### config.mk
export PLATFORM = sky130hd
export DESIGN_NAME = cmd_deserializer
export DESIGN_NICKNAME = d
export VERILOG_FILES = /design/src/design/sd_cmd_pkg.sv /design/src/design/cmd_deserializer.sv
export VERILOG_INCLUDE_DIRS = /design/src /design/src/design
export SDC_FILE = /design/constraint.sdc
export NUM_CORES = 1
export LEC_CHECK = 0
export BUFFER_PORTS_ARGS = -buffer_cell sky130_fd_sc_hd__buf_2
export CAP_MARGIN = 0
export CORE_MARGIN = 2
export CORE_UTILIZATION = 52
export DETAILED_ROUTE_END_ITERATION = 8
export GPL_ROUTABILITY_DRIVEN = 1
export GPL_TIMING_DRIVEN = 0
export PLACE_DENSITY = 0.87
export SLEW_MARGIN = 10
export SYNTH_ARGS = -nofsm -noshare
export SYNTH_HDL_FRONTEND = slang
export SYNTH_SLANG_ARGS = --single-unit
### constraint.sdc
create_clock -name sd_clock -period 7.05 [get_ports sd_clock]
set_clock_uncertainty 0.1 [all_clocks]
set_input_delay 1.41 -clock sd_clock [delete_from_list [all_inputs] [get_ports sd_clock]]
set_output_delay 1.41 -clock sd_clock [all_outputs]
set_load 0.02 [all_outputs]
### src/design/sd_cmd_config.svh
// SD command line configuration: frame sizes, counter width and response timeout
`ifndef SD_CMD_CONFIG_SVH
`define SD_CMD_CONFIG_SVH

// transmitted frame, command word plus end byte
`define CMD_FRAME_BITS 48

// response lengths, start bit included
`define RESP_LONG_BITS 136
`define RESP_SHORT_BITS 48

// bit counters, wide enough for the long response
`define FRAME_CNT_BITS 8

// sd_clock cycles allowed for the card's start bit after turnaround
`define NCR_TIMEOUT 64

// trailing byte appended to every command
`define END_BYTE 8'h01

`endif

### src/design/sd_cmd_pkg.sv
// SD command line types shared by the physical layer blocks
`default_nettype none

`include "sd_cmd_config.svh"

package sd_cmd_pkg;

	// host command, start and direction bits included
	typedef logic [`CMD_FRAME_BITS-9:0] cmd_word_t;

	// command word with the end byte appended
	typedef logic [`CMD_FRAME_BITS-1:0] cmd_frame_t;

	// response, short ones right-aligned
	typedef logic [`RESP_LONG_BITS-1:0] resp_word_t;

	// frame length or bit count
	typedef logic [`FRAME_CNT_BITS-1:0] frame_len_t;

	// command index, bits 37 to 32 of the command word
	typedef logic [5:0] cmd_index_t;

	typedef enum logic [2:0] {
		ST_IDLE,
		ST_LOAD,
		ST_SEND,
		ST_TURN,
		ST_WAIT_RESP,
		ST_DONE,
		ST_TIMEOUT
	} cmd_state_t;

endpackage

`default_nettype wire

### src/design/cmd_deserializer.sv
// Command deserializer: hunts for the start bit and collects a response frame
`timescale 1ns/1ps
`default_nettype none

module cmd_deserializer
	import sd_cmd_pkg::*;
(
	input logic sd_clock,
	input logic rst,
	input logic clear,
	input logic enable,
	input frame_len_t framesize,
	input logic serial,
	output resp_word_t parallel,
	output logic start_seen,
	output logic complete
);

	frame_len_t bit_cnt;
	logic receiving;
	logic last_bit;

	// this sample fills the frame
	assign last_bit = receiving && ((bit_cnt + 1'b1) == framesize);

	// start_seen stays up after the frame so the hunt does not re-arm
	always_ff @(posedge sd_clock) begin
		if (rst || clear) begin
			start_seen <= 1'b0;
			receiving <= 1'b0;
			bit_cnt <= '0;
			complete <= 1'b0;
		end else begin
			complete <= 1'b0;
			if (enable) begin
				if (!start_seen && !serial) begin
					start_seen <= 1'b1;
					receiving <= 1'b1;
					bit_cnt <= frame_len_t'(1);
				end else if (receiving) begin
					bit_cnt <= bit_cnt + 1'b1;
					if (last_bit) begin
						receiving <= 1'b0;
						complete <= 1'b1;
					end
				end
			end
		end
	end

	// payload; the start bit enters a zeroed register, so the result is right-aligned
	always_ff @(posedge sd_clock) begin
		if (enable) begin
			if (!start_seen && !serial) begin
				parallel <= resp_word_t'(serial);
			end else if (receiving) begin
				parallel <= {parallel[$bits(resp_word_t)-2:0], serial};
			end
		end
	end

endmodule

`default_nettype wire

# Word-level counts from Yosys, hierarchy flattened
# Index checks and enable logic that the tools add are counted.
[classes] add_sub_neg=1 eq_ne=1 n_mux=8 n_bitwise=2 reduce_logical=9
[op_table] op="two-way mux 136 bit" count=1
[op_table] op="two-way mux 8 bit" count=2
[op_table] op="adder 8 x 1 -> 8 bit (second input constant)" count=1
[op_table] op="equality test 8 bit" count=1
[op_table] op="two-way mux 1 bit" count=5
[op_table] op="AND reduction 2 bit" count=2
[op_table] op="OR reduction 4 bit" count=1
[op_table] op="logical AND 1 bit" count=2
[op_table] op="zero test 1 bit" count=2
[op_table] op="NOT 1 bit" count=2
[op_table] op="nonzero test 2 bit" count=1
[op_table] op="logical OR 1 bit" count=1
[totals] ff_bits=147 wordCells=27

# Logic depth before layout (Yosys ltp)
# Gate-level depths: netlist of run 1.
[logic_depth] ltp_word=6 ltp_mapped=6 depth_no_buf=6

# Worst setup path after synthesis of run 1
# Ideal clock, no wire load.
[synth_timing] path_kind="input -> register" from="input serial" to="register bit_cnt[4]" arrival_time_ns=5.473 required_time_ns=6.821 setup_slack_ns=1.348 path_stages=5 cell_sequence="nor2_1 o21a_1 nor3_1 o21ai_0 o31ai_1"
[synth_via] elab_chain_cells=4 word_cells_on_any_way=5 cone_classes="mux (1); reduce/logical (4)"
[synth_rtl] element="from (decl)" line="cmd_deserializer.sv:13" text="input logic serial,"
[synth_rtl] element="zero test 1 bit *" line="cmd_deserializer.sv:36" text="if (!start_seen && !serial) begin"
[synth_rtl] element="logical AND 1 bit *" line="cmd_deserializer.sv:36"
[synth_rtl] element="nonzero test 2 bit (no line)"
[synth_rtl] element="AND reduction 2 bit (no line)"
[synth_rtl] element="to (signal assigned)" line="cmd_deserializer.sv:39" text="bit_cnt <= frame_len_t'(1);"
[synth_rtl] element="to (signal assigned)" line="cmd_deserializer.sv:41" text="bit_cnt <= bit_cnt + 1'b1;"
[synth_rtl] element="to (decl)" line="cmd_deserializer.sv:19" text="frame_len_t bit_cnt;"
# Every way passes the cells marked *; elsewhere a longest branch is shown, timed or not.
# A chain may end at the register's enable or synchronous reset.

# Worst setup path in the final report of run 1
[layout_timing] from="register parallel[18]" to="output parallel[18]"
[layout_lines] element="from (decl)" line="cmd_deserializer.sv:14" text="output resp_word_t parallel,"
[layout_lines] element="from (signal assigned)" line="cmd_deserializer.sv:55" text="parallel <= resp_word_t'(serial);"
[layout_lines] element="from (signal assigned)" line="cmd_deserializer.sv:57" text="parallel <= {parallel[$bits(resp_word_t)-2:0], serial};"
# No word-level cell between the ends.

==> results of run 1 <==
registers in the layout, summed over array words and instances, names as in the netlist:
register / flops
parallel: 136
bit_cnt: 8
receiving: 1
complete: 1
start_seen: 1
synth_stat cells, drive strengths merged (2+ instances only):
cell,count
nor2b,135
or3,3
clkbuf,15
o31ai,3
nand2b,2
nor4b,3
o21ai,10
xor2,3
edfxtp,136
a211oi,2
nor2,5
nor3,3
inv,3
a21oi,3
xnor2,8
and3,4
dfxtp,11
buf,4
nand3,4
nand2,3
layout by cell type, fill, tap and decap left out, drive strengths merged:
cell,synthesis,routed
nor3b,1,1
nor2,5,5
buf,4,156
or3,3,3
o211ai,1,1
clkinvlp,0,3
edfxtp,136,136
o21a,1,1
nand2,3,3
o31ai,3,3
a2bb2oi,1,1
nor2b,135,135
a21oi,3,3
or2b,1,1
o21ai,10,10
inv,3,5
mux2i,1,1
nor3,3,3
o221ai,1,1
clkbuf,15,35
a41oi,1,1
dfxtp,11,11
clkinv,0,4
ha,1,1
xor2,3,3
a31oi,1,1
nor4b,3,3
bufinv,0,3
a211oi,2,2
and3,4,4
nand2b,2,2
nand3,4,4
and4b,1,1
xnor2,8,8
kinds of logic (layout without fill, tap and decap cells):
family / after synthesis / in the layout / share of synthesized area (%)
AO/OA/AOI/OAI: 24 / 24 / 2.80
multiplexers: 1 / 1 / 0.175
buffers and inverters: 22 / 206 / 1.64
AND/OR/NAND/NOR: 165 / 165 / 18.2
flip-flops: 147 / 147 / 75.3
XOR/XNOR: 11 / 11 / 1.69
adder cells (fa/ha/maj): 1 / 1 / 0.219
stage by stage:
stage	TNS, ns	hold WS (ns)	utilization (%)	setup WS (ns)	std cells
floorplan	0	0.353	-	1.35	371
global placement	-1.18	0.374	61.5	-0.223	661
detailed placement	0	0.394	62.1	3.95	663
CTS	0	0.405	67.5	4.37	695
global route	0	0.413	67.5	4.29	695
finish	0	0.403	67.5	4.41	695
power by group through the flow:
stage          Sequential [W]  Combinational [W]  Clock (W)
5_1_grt               0.00103           0.000192   0.000937
6_report              0.00103           0.000178   0.000890
3_5_place_dp          0.00104           0.000179          0
2_1_floorplan         0.00110          0.0000597          0
4_1_cts               0.00103           0.000180   0.000905
3_3_place_gp          0.00105           0.000168          0
layout make-up:
class	instances	area [µm²]	share of cell area (%)
Tap cell	140	175	2.40
Sequential cell	147	4300	59.1
Buffer	19	82.6	1.13
Inverter	3	11.3	0.155
Clock buffer	20	425	5.84
Timing Repair Buffer	152	806	11.1
Multi-Input combinational cell	202	1330	18.2
Clock inverter	12	156	2.15
metal layers:
metal | routed length (µm) | track usage, %
met2 | 5550 | 30.8
met1 | 5180 | 27.8
met3 | 879 | 6.22
met5 | 0 | 0
met4 | 131 | 7.97
worst paths after layout:
check | from | end | slack, ns
worst max-delay path | parallel[18] | parallel[18] | 4.41
worst min-delay path | bit_cnt[7] | bit_cnt[7] | 0.40
worst max register to register | bit_cnt[0] | complete | 5.07
worst min register to register | bit_cnt[7] | bit_cnt[7] | 0.40
==> flow_metrics.py, run 1 <==
metrics = {
    "hold_path": {
        "hold_class": "reg2reg",
        "hold_depth": 1,
    },
    "die": {
        "rows": 38,
        "io_pins": 151,
        "dieArea_um2": 11800,
        "die_w_um": 109,
        "die_h_um": 109,
        "core_um2": 10800,
        "initial_core_util_pct": 53.0,
    },
    "yosys": {
        "synth_ff_type": "edfxtp_1",
        "syn_inst": 371,
        "ys_seq_area_share_pct": 75.3,
        "synth_top_area_share_pct": 71.5,
        "ys.warnings.count": 0,
        "synth_seq_cells": 147,
        "yosysUniqueCellTypes": 36,
        "synth-edff-count": 136,
        "synth_area_leaders": "edfxtp_1 (71%), nor2b_1 (15%), dfxtp_1 (3.9%)",
        "avgSynthCellArea_um2": 15.4,
        "synth_top_area_cell": "edfxtp_1",
        "syn-num-nets": 385,
        "synth_area_um2": 5720,
        "synthArstFlopShare_pct": 0,
    },
    "global_route": {
        "overflow": 0,
        "grt_pass1_vias": 3299,
        "grt_pass1_wl_um": 17700,
        "antenna_found_initial": 0,
        "grt_max_degree": 57,
        "grt_usage_pct": 20.3,
    },
    "setup_path": {
        "cp.required_ns": 5.54,
        "max_stage_delay_ns": 0.43,
        "cp_slowest_cell": "edfxtp_1",
        "cp.buffers_inverters": 1,
        "r2r.worst_path.cells": 5,
        "critPathTopFamily": "flip-flops",
        "cp-end-kind": "output port",
        "critPathArrivalTime_ns": 1.13,
        "critical_path_class": "reg2out",
        "cp_max_fo": 2,
        "cp-start-kind": "register",
        "cp_cell_sequence": "buf_2",
        "cp.depth": 1,
    },
    "job": {
        "maxCapViolCount": 0,
    },
    "pwr": {
        "power_frac_clock_pct": 42.5,
        "combPwrFrac_pct": 8.5,
        "pwr_density_cell_nw_per_um2": 288,
        "switching_share_pct": 23.4,
        "irDropWorstVdd_v": 0.000172,
        "leakagePower_nw": 2.81,
        "internal_power_w": 0.00161,
        "finalPower_w": 0.00210,
        "p_seq_share_pct": 49.1,
        "power.switching_w": 0.000491,
    },
    "clocking": {
        "cts.sinks": 147,
        "post_cts.repair.setup_buffers": 0,
        "cts.htree.levels": 4,
        "cts_resized": 0,
        "root_buffer": "clkbuf_8",
        "clock_path_buffers": 2,
        "hold_buffers": 0,
        "path_clk_slew_ns": 0.07,
        "cts_buffers": 17,
        "cts_tree": "built",
        "insertion_delay_ns": 0.52,
    },
    "drt": {
        "dr_total_vias": 3540,
        "wl_per_cell_um": 16.9,
        "first_pass_iters": 4,
        "antenna_left": 0,
        "drt_iter0_markers": 259,
        "drc": 0,
        "finalWirelength_um": 11700,
        "vias_per_cell": 5.09,
    },
    "sta": {
        "hold_viol_final": 0,
        "final.period_utilization_pct": 37.5,
        "rsz0062_at_grt": "no",
        "max_freq_mhz": 378,
        "min_period_ns": 2.64,
        "setup_viol": 0,
        "drv_slew": 0,
        "worst_pin_slew_ns": 0.760,
        "slew_headroom_pct": 48.9,
    },
    "place": {
        "dp_hpwl_um": 7990,
        "portBuffers": 150,
        "routabilityCongestion": 0.787,
        "dpl_cell_area_um2": 6700,
    },
    "layout": {
        "syn2layout_area_growth_pct": 27.5,
        "drive_gt1_share_pct": 34.4,
        "finalNetCount": 556,
        "fillers": 756,
        "finalInstanceArea_um2": 7290,
        "diodes": 0,
    },
    "outcome": {
        "outcome": "complete, no violations",
    },
}
Note: power is estimated with default switching activity, not from simulation.
==> run 2: changes to the inputs <==
==> constraint.sdc (replaced) <==
create_clock -name sd_clock -period 2.7 [get_ports sd_clock]
set_clock_uncertainty 0.1 [all_clocks]
set_input_delay 0.54 -clock sd_clock [delete_from_list [all_inputs] [get_ports sd_clock]]
set_output_delay 0.54 -clock sd_clock [all_outputs]
set_load 0.02 [all_outputs]
==> run 2 against run 1 <==
Against the previous run: clock power rose to 2.5 times the previous value; design area fell by 0.27%; non-clock buffer count did not move; register-to-register slack got worse by 4.4 ns; critical path depth rose by 4; sequential share of layout area rose by 0.16 points; largest cell class unchanged.
==> flow_metrics.py, run 2 (synthesis results as in run 1) <==
metrics = {
    "global_route": {
        "grt_usage_pct": 19.4,
        "met2_usage_pct": 29.7,
        "met1_usage_pct": 25.4,
        "met3_usage_pct": 7.41,
        "grt_pass1_wl_um": 17200,
        "antenna_found_initial": 0,
        "grt_pass1_vias": 3375,
        "grt_max_degree": 61,
        "overflow": 0,
        "busiest_layer": "met2",
    },
    "sta": {
        "fin_tns_setup_ns": 0,
        "slew_headroom_pct": 54.4,
        "worst_pin_slew_ns": 0.679,
        "hold_viol_final": 0,
        "final.period_utilization_pct": 75.3,
        "rsz0062_at_grt": "no",
        "drv_slew": 0,
        "setup_viol": 0,
        "max_freq_mhz": 492,
        "min_period_ns": 2.03,
    },
    "clocking": {
        "hold_buffers": 0,
        "cts.htree.levels": 4,
        "path_clk_slew_ns": 0.06,
        "insertion_delay_ns": 0.52,
        "cts.sinks": 147,
        "clock_path_buffers": 2,
        "cts_resized": 0,
        "cts_tree": "built",
        "post_cts.repair.setup_buffers": 0,
        "cts_buffers": 17,
        "root_buffer": "clkbuf_8",
    },
    "drt": {
        "antenna_left": 0,
        "first_pass_iters": 4,
        "dr_total_vias": 3532,
        "finalWirelength_um": 11400,
        "drt_iter0_markers": 221,
        "wl_per_cell_um": 16.4,
        "drc": 0,
        "vias_per_cell": 5.09,
    },
    "layout": {
        "final-instance-count-excl-fill": 694,
        "finalInstanceArea_um2": 7270,
        "syn2layout_area_growth_pct": 27.1,
        "final_common_cell": "buf_2",
        "fillers": 738,
        "largestRegisters": "parallel: 136 flops, bit_cnt: 8 flops",
        "diodes": 0,
        "final_cell_mix": "buf_2 (152), edfxtp_1 (136), nor2b_1 (135)",
        "fin_util_pct": 67.3,
        "drive_gt1_share_pct": 34.1,
        "largest-register": "parallel",
        "largest_register_ff_count": 136,
        "finalNetCount": 556,
    },
    "setup_path": {
        "critical_path_class": "reg2reg",
        "max_stage_delay_ns": 0.46,
        "cp-start-kind": "register",
        "cp_max_fo": 7,
        "cp-end-kind": "register",
        "critPathArrivalTime_ns": 2.37,
        "cp_cell_sequence": "ha_1 > nand3_1 > or3_1 > a211oi_2 > nor4b_4",
        "cp.required_ns": 3.03,
        "cp_slowest_cell": "dfxtp_1",
    },
    "place": {
        "place_inst": 663,
        "dpl_cell_area_um2": 6700,
        "dp_hpwl_um": 7690,
        "routabilityCongestion": 0.807,
        "portBuffers": 150,
    },
    "die": {
        "die_h_um": 109,
        "die_w_um": 109,
        "io_pins": 151,
        "rows": 38,
        "initial_core_util_pct": 53.0,
        "dieArea_um2": 11800,
        "core_um2": 10800,
    },
    "outcome": {
        "outcome": "complete, no violations",
    },
    "pwr": {
        "pwr_density_cell_nw_per_um2": 744,
        "irDropWorstVdd_v": 0.000562,
        "finalPower_w": 0.00541,
        "leakagePower_nw": 2.80,
    },
    "hold_path": {
        "hold_class": "in2reg",
    },
    "job": {
        "maxCapViolCount": 0,
    },
}
==> run 2: cell count changes in the layout (fill, tap and decap cells not counted), sizes merged <==
cell | previous run | this run
inv | 5 | 3
clkinv | 4 | 7
clkinvlp | 3 | 2
clkbuf | 35 | 34
==> run 2: routing by layer <==
metal / part of all wire [%] / vias up
met5: 0 / -
met4: 1.5 / 0
met3: 7.2 / 16
met2: 47 / 152
met1: 45 / 1715
li1: - / 1649
==> run 2: power breakdown <==
| group | internal, W | leakage (nW) | total, W | switching (W) |
|---|---|---|---|---|
| registers | 0.00263 | 1.40 | 0.00269 | 0.0000569 |
| logic | 0.000152 | 1.14 | 0.000461 | 0.000308 |
| clock network | 0.00139 | 0.270 | 0.00226 | 0.000874 |
==> run 2: critical path: cells and delay by family (launching register included) <==
kind	cells	cell delay [ns]
simple gates	3	0.76
flops	1	0.46
fa+ha+maj	1	0.33
compound gates	1	0.29
==> run 2: per-stage QoR <==
step                setup slack (ns)  hold slack, ns
global route                   0.552           0.137
floorplan                      0.153           0.353
detailed placement             0.515           0.395
CTS                            0.700           0.109
finish                         0.667           0.144
global placement              -0.470           0.372
==> run 2: final cells by class <==
type                            count  area [µm²]  share of cell area (%)
Clock buffer                       19         422                    5.80
Tap cell                          140         175                    2.41
Clock inverter                     12         140                    1.93
Timing Repair Buffer              152         806                    11.1
Multi-Input combinational cell    202        1330                    18.2
Inverter                            3        11.3                   0.155
Buffer                             19        82.6                    1.14
Sequential cell                   147        4300                    59.2
==> run 2: path summary, 6_finish.rpt <==
path	from	to	slack (ns)	cells past startpoint
max	bit_cnt[0]	complete	0.67	5
min	clear	start_seen	0.14	2
max reg2reg	bit_cnt[0]	complete	0.67	5
min reg2reg	bit_cnt[7]	bit_cnt[7]	0.41	1
==> run 3: changes to the inputs <==
--- a/config.mk
+++ b/config.mk
@@ -6,14 +6,15 @@
 export SDC_FILE = /design/constraint.sdc
 export NUM_CORES = 1
 export LEC_CHECK = 0
+export ABC_AREA = 1
 export BUFFER_PORTS_ARGS = -buffer_cell sky130_fd_sc_hd__buf_2
 export CAP_MARGIN = 0
 export CORE_MARGIN = 2
-export CORE_UTILIZATION = 52
+export CORE_UTILIZATION = 48
 export DETAILED_ROUTE_END_ITERATION = 8
 export GPL_ROUTABILITY_DRIVEN = 1
 export GPL_TIMING_DRIVEN = 0
-export PLACE_DENSITY = 0.87
+export PLACE_DENSITY = 0.84
 export SLEW_MARGIN = 10
 export SYNTH_ARGS = -nofsm -noshare
 export SYNTH_HDL_FRONTEND = slang
==> constraint.sdc (replaced) <==
create_clock -name sd_clock -period 1.65 [get_ports sd_clock]
set_clock_uncertainty 0.1 [all_clocks]
set_input_delay 0.33 -clock sd_clock [delete_from_list [all_inputs] [get_ports sd_clock]]
set_output_delay 0.33 -clock sd_clock [all_outputs]
set_load 0.02 [all_outputs]
==> run 3 against run 2 <==
Against the previous run: combinational power grew 77%; critical path depth grew 7; worst setup slack lost 0.60 ns; register-to-register slack lost 0.60 ns; worst hold slack lost 0.10 ns; global-route usage shrank 0.99 points; largest power group unchanged; first-iteration DRC count grew 36%; critical path type unchanged; clock power grew 83%; highest routed layer unchanged; final cell count grew 24%.
==> flow_metrics.py, run 3 <==
metrics = {
    "outcome": {
        "outcome": "complete, no violations",
    },
    "place": {
        "portBuffers": 150,
        "routabilityCongestion": 0.825,
        "dp_hpwl_um": 7800,
        "dpl_cell_area_um2": 6830,
    },
    "pwr": {
        "power.switching_w": 0.00213,
        "power_frac_clock_pct": 44.1,
        "switching_share_pct": 22.8,
        "internal_power_w": 0.00724,
        "p_seq_share_pct": 47.2,
        "pwr_density_cell_nw_per_um2": 1240,
        "combPwrFrac_pct": 8.7,
        "irDropWorstVdd_v": 0.000638,
        "leakagePower_nw": 3.54,
    },
    "yosys": {
        "avgSynthCellArea_um2": 11.0,
        "synth-xor-area-share_pct": 0.149,
        "synth_adder_area_share_pct": 0.213,
        "synth_ff_type": "edfxtp_1",
        "synth_area_leaders": "edfxtp_1 (70%), inv_1 (9.9%), nor2_1 (9.1%)",
        "synth_top_area_share_pct": 69.7,
        "synth_area_um2": 5860,
        "syn-num-nets": 546,
        "synth_top_family_by_area": "simple AND/OR/NAND/NOR gates",
        "yosysUniqueCellTypes": 23,
        "yosys.area_share.simple_pct": 13.7,
        "synth-edff-count": 136,
        "synth_commonest_cells": "inv_1 (155), nor2_1 (142), edfxtp_1 (136)",
        "synth_seq_cells": 147,
        "synth-compound-area-share_pct": 1.54,
        "syn_inst": 532,
        "synth_top_area_cell": "edfxtp_1",
        "synth.mux.area_fraction_pct": 0,
        "yosysMostFrequentCell": "inv_1",
        "synthArstFlopShare_pct": 0,
        "ys.warnings.count": 0,
        "ys_seq_area_share_pct": 73.4,
    },
    "sta": {
        "slew_headroom_pct": 64.4,
        "hold_viol_final": 0,
        "max_freq_mhz": 631,
        "setup_viol": 0,
        "worst_pin_slew_ns": 0.534,
        "fin_tns_setup_ns": 0,
        "drv_slew": 0,
        "final.period_utilization_pct": 96.1,
        "min_period_ns": 1.59,
        "rsz0062_at_grt": "yes",
    },
    "layout": {
        "largestRegisters": "parallel: 136 flops, bit_cnt: 8 flops",
        "largest-register": "parallel",
        "diodes": 0,
        "final_common_cell": "inv_1",
        "final_cell_mix": "inv_1 (155), buf_2 (152), nor2_1 (140)",
        "syn2layout_area_growth_pct": 28.9,
        "drive_gt1_share_pct": 29.8,
        "largest_register_ff_count": 136,
        "finalNetCount": 718,
        "finalInstanceArea_um2": 7550,
    },
    "clocking": {
        "path_clk_slew_ns": 0.06,
        "cts_tree": "built",
        "cts_buffers": 17,
        "clock_path_buffers": 2,
        "root_buffer": "clkbuf_16",
        "insertion_delay_ns": 0.41,
        "cts.htree.levels": 4,
        "cts.sinks": 147,
    },
    "die": {
        "die_w_um": 114,
        "die_h_um": 114,
        "initial_core_util_pct": 49.0,
        "rows": 40,
        "io_pins": 151,
        "core_um2": 12000,
        "dieArea_um2": 13100,
    },
    "global_route": {
        "grt_max_degree": 71,
        "grt_pass1_vias": 3707,
        "grt_usage_pct": 18.4,
        "grt_pass1_wl_um": 18200,
        "overflow": 0,
        "antenna_found_initial": 0,
    },
    "drt": {
        "dr_total_vias": 3897,
        "vias_per_cell": 4.51,
        "wl_per_cell_um": 13.4,
        "first_pass_iters": 4,
        "antenna_left": 0,
        "finalWirelength_um": 11600,
        "drc": 0,
        "drt_iter0_markers": 300,
    },
    "setup_path": {
        "cp_slowest_cell": "dfxtp_4",
        "critPathArrivalTime_ns": 1.79,
        "cp.required_ns": 1.85,
        "max_stage_delay_ns": 0.37,
        "cp_max_fo": 4,
        "cp.buffers_inverters": 0,
        "critical_path_class": "reg2reg",
        "cp_cell_sequence": "ha_4 > nand2_4 > nor2_4 > nand2_1 > nand2_1 > nand2_1 > nand2_1 > nand2_1 > nor2_2 > nand4_1 > nand2_1 > a21oi_2",
        "cpMostUsedCell": "nand2_1",
        "r2r.worst_path.cells": 12,
        "critPathTopFamily": "simple AND/OR/NAND/NOR gates",
        "cp.depth": 12,
        "cp-start-kind": "register",
        "cp-end-kind": "register",
    },
    "hold_path": {
        "hold_depth": 1,
        "hold_class": "in2reg",
    },
    "job": {
        "maxCapViolCount": 0,
    },
}
==> run 3: changes by cell type after synthesis, moves of 6 or more <==
cell | before | now
o21ai_0 | 10 | 4
nor2b_1 | 135 | 0
inv_1 | 3 | 155
nand2_1 | 3 | 30
xnor2_1 | 8 | 0
nor2_1 | 5 | 142
nand3_1 | 4 | 17
==> run 3: what timing repair did <==
action                     4_1_cts  5_1_grt
buffers inserted                 0        2
pin swaps                        2        1
hold buffers                     0        0
gates cloned                     1        0
setup endpoints to repair      258      167
resized for setup               15       13
==> run 3: power by group through the flow <==
stage               sequential [W]  combinational, W  clock [W]
global route               0.00444          0.000904    0.00436
floorplan                  0.00473          0.000282          0
finish                     0.00442          0.000817    0.00414
CTS                        0.00443          0.000823    0.00420
detailed placement         0.00450          0.000809          0
global placement           0.00449          0.000793          0
==> run 3: worst reg2reg max path, stage by stage, from the launching register on <==
cell and delay [ns]:
dfxtp_4 0.37, ha_4 0.15, nand2_4 0.07, nor2_4 0.13, nand2_1 0.06, nand2_1 0.08, nand2_1 0.07, nand2_1 0.06
nand2_1 0.05, nor2_2 0.10, nand4_1 0.09, nand2_1 0.09, a21oi_2 0.05
==> run 3: per-stage QoR <==
| stage | cells | power (W) | worst slack [ns] | hold WS, ns | util (%) |
|---|---|---|---|---|---|
| 4_1_cts | 862 | 0.00945 | 0.00831 | 0.0212 | 62.8 |
| 5_1_grt | 864 | 0.00971 | -0.0673 | 0.0167 | 63.1 |
| 2_1_floorplan | 532 | 0.00501 | 0.0207 | 0.329 | - |
| 6_report | 864 | 0.00938 | 0.0645 | 0.0421 | 63.1 |
| 3_5_place_dp | 829 | 0.00531 | -0.532 | 0.369 | 57.1 |
| 3_3_place_gp | 829 | 0.00529 | -0.558 | 0.362 | 57.1 |
==> run 3: layout make-up <==
type | count | area (µm²)
multi-input combinational | 216 | 990
clock buffer | 20 | 437
timing repair buffer | 152 | 766
clock inverter | 12 | 205
fill | 951 | 4410
buffer | 15 | 77.6
tap | 147 | 184
inverter | 155 | 582
sequential | 147 | 4310
==> run 3: cells by family (layout without fill, tap and decap cells) <==
logic type	after synthesis	in the layout
AOI/OAI and AO/OA	14	14
xor gates and xnor gates	1	1
adders and majority gates	1	1
buffers and inverters	170	354
DFF	147	147
and+or+nand+nor	199	200
==> run 3: path summary, 6_finish.rpt <==
kind,start,to,slack [ns]
worst max-delay path,bit_cnt[0],receiving,0.06
worst min-delay path,serial,parallel[0],0.04
worst max register to register,bit_cnt[0],receiving,0.06
worst min register to register,start_seen,start_seen,0.38
==> run 3: routing by layer <==
metal	share of wire [%]	wire length [µm]	track usage, %	up-vias
met2	48	5530	29.3	128
li1	-	-	-	1978
met1	44	5100	23.6	1779
met5	0	0	0	-
met4	1.0	120	6.34	0
met3	7.4	855	6.56	12
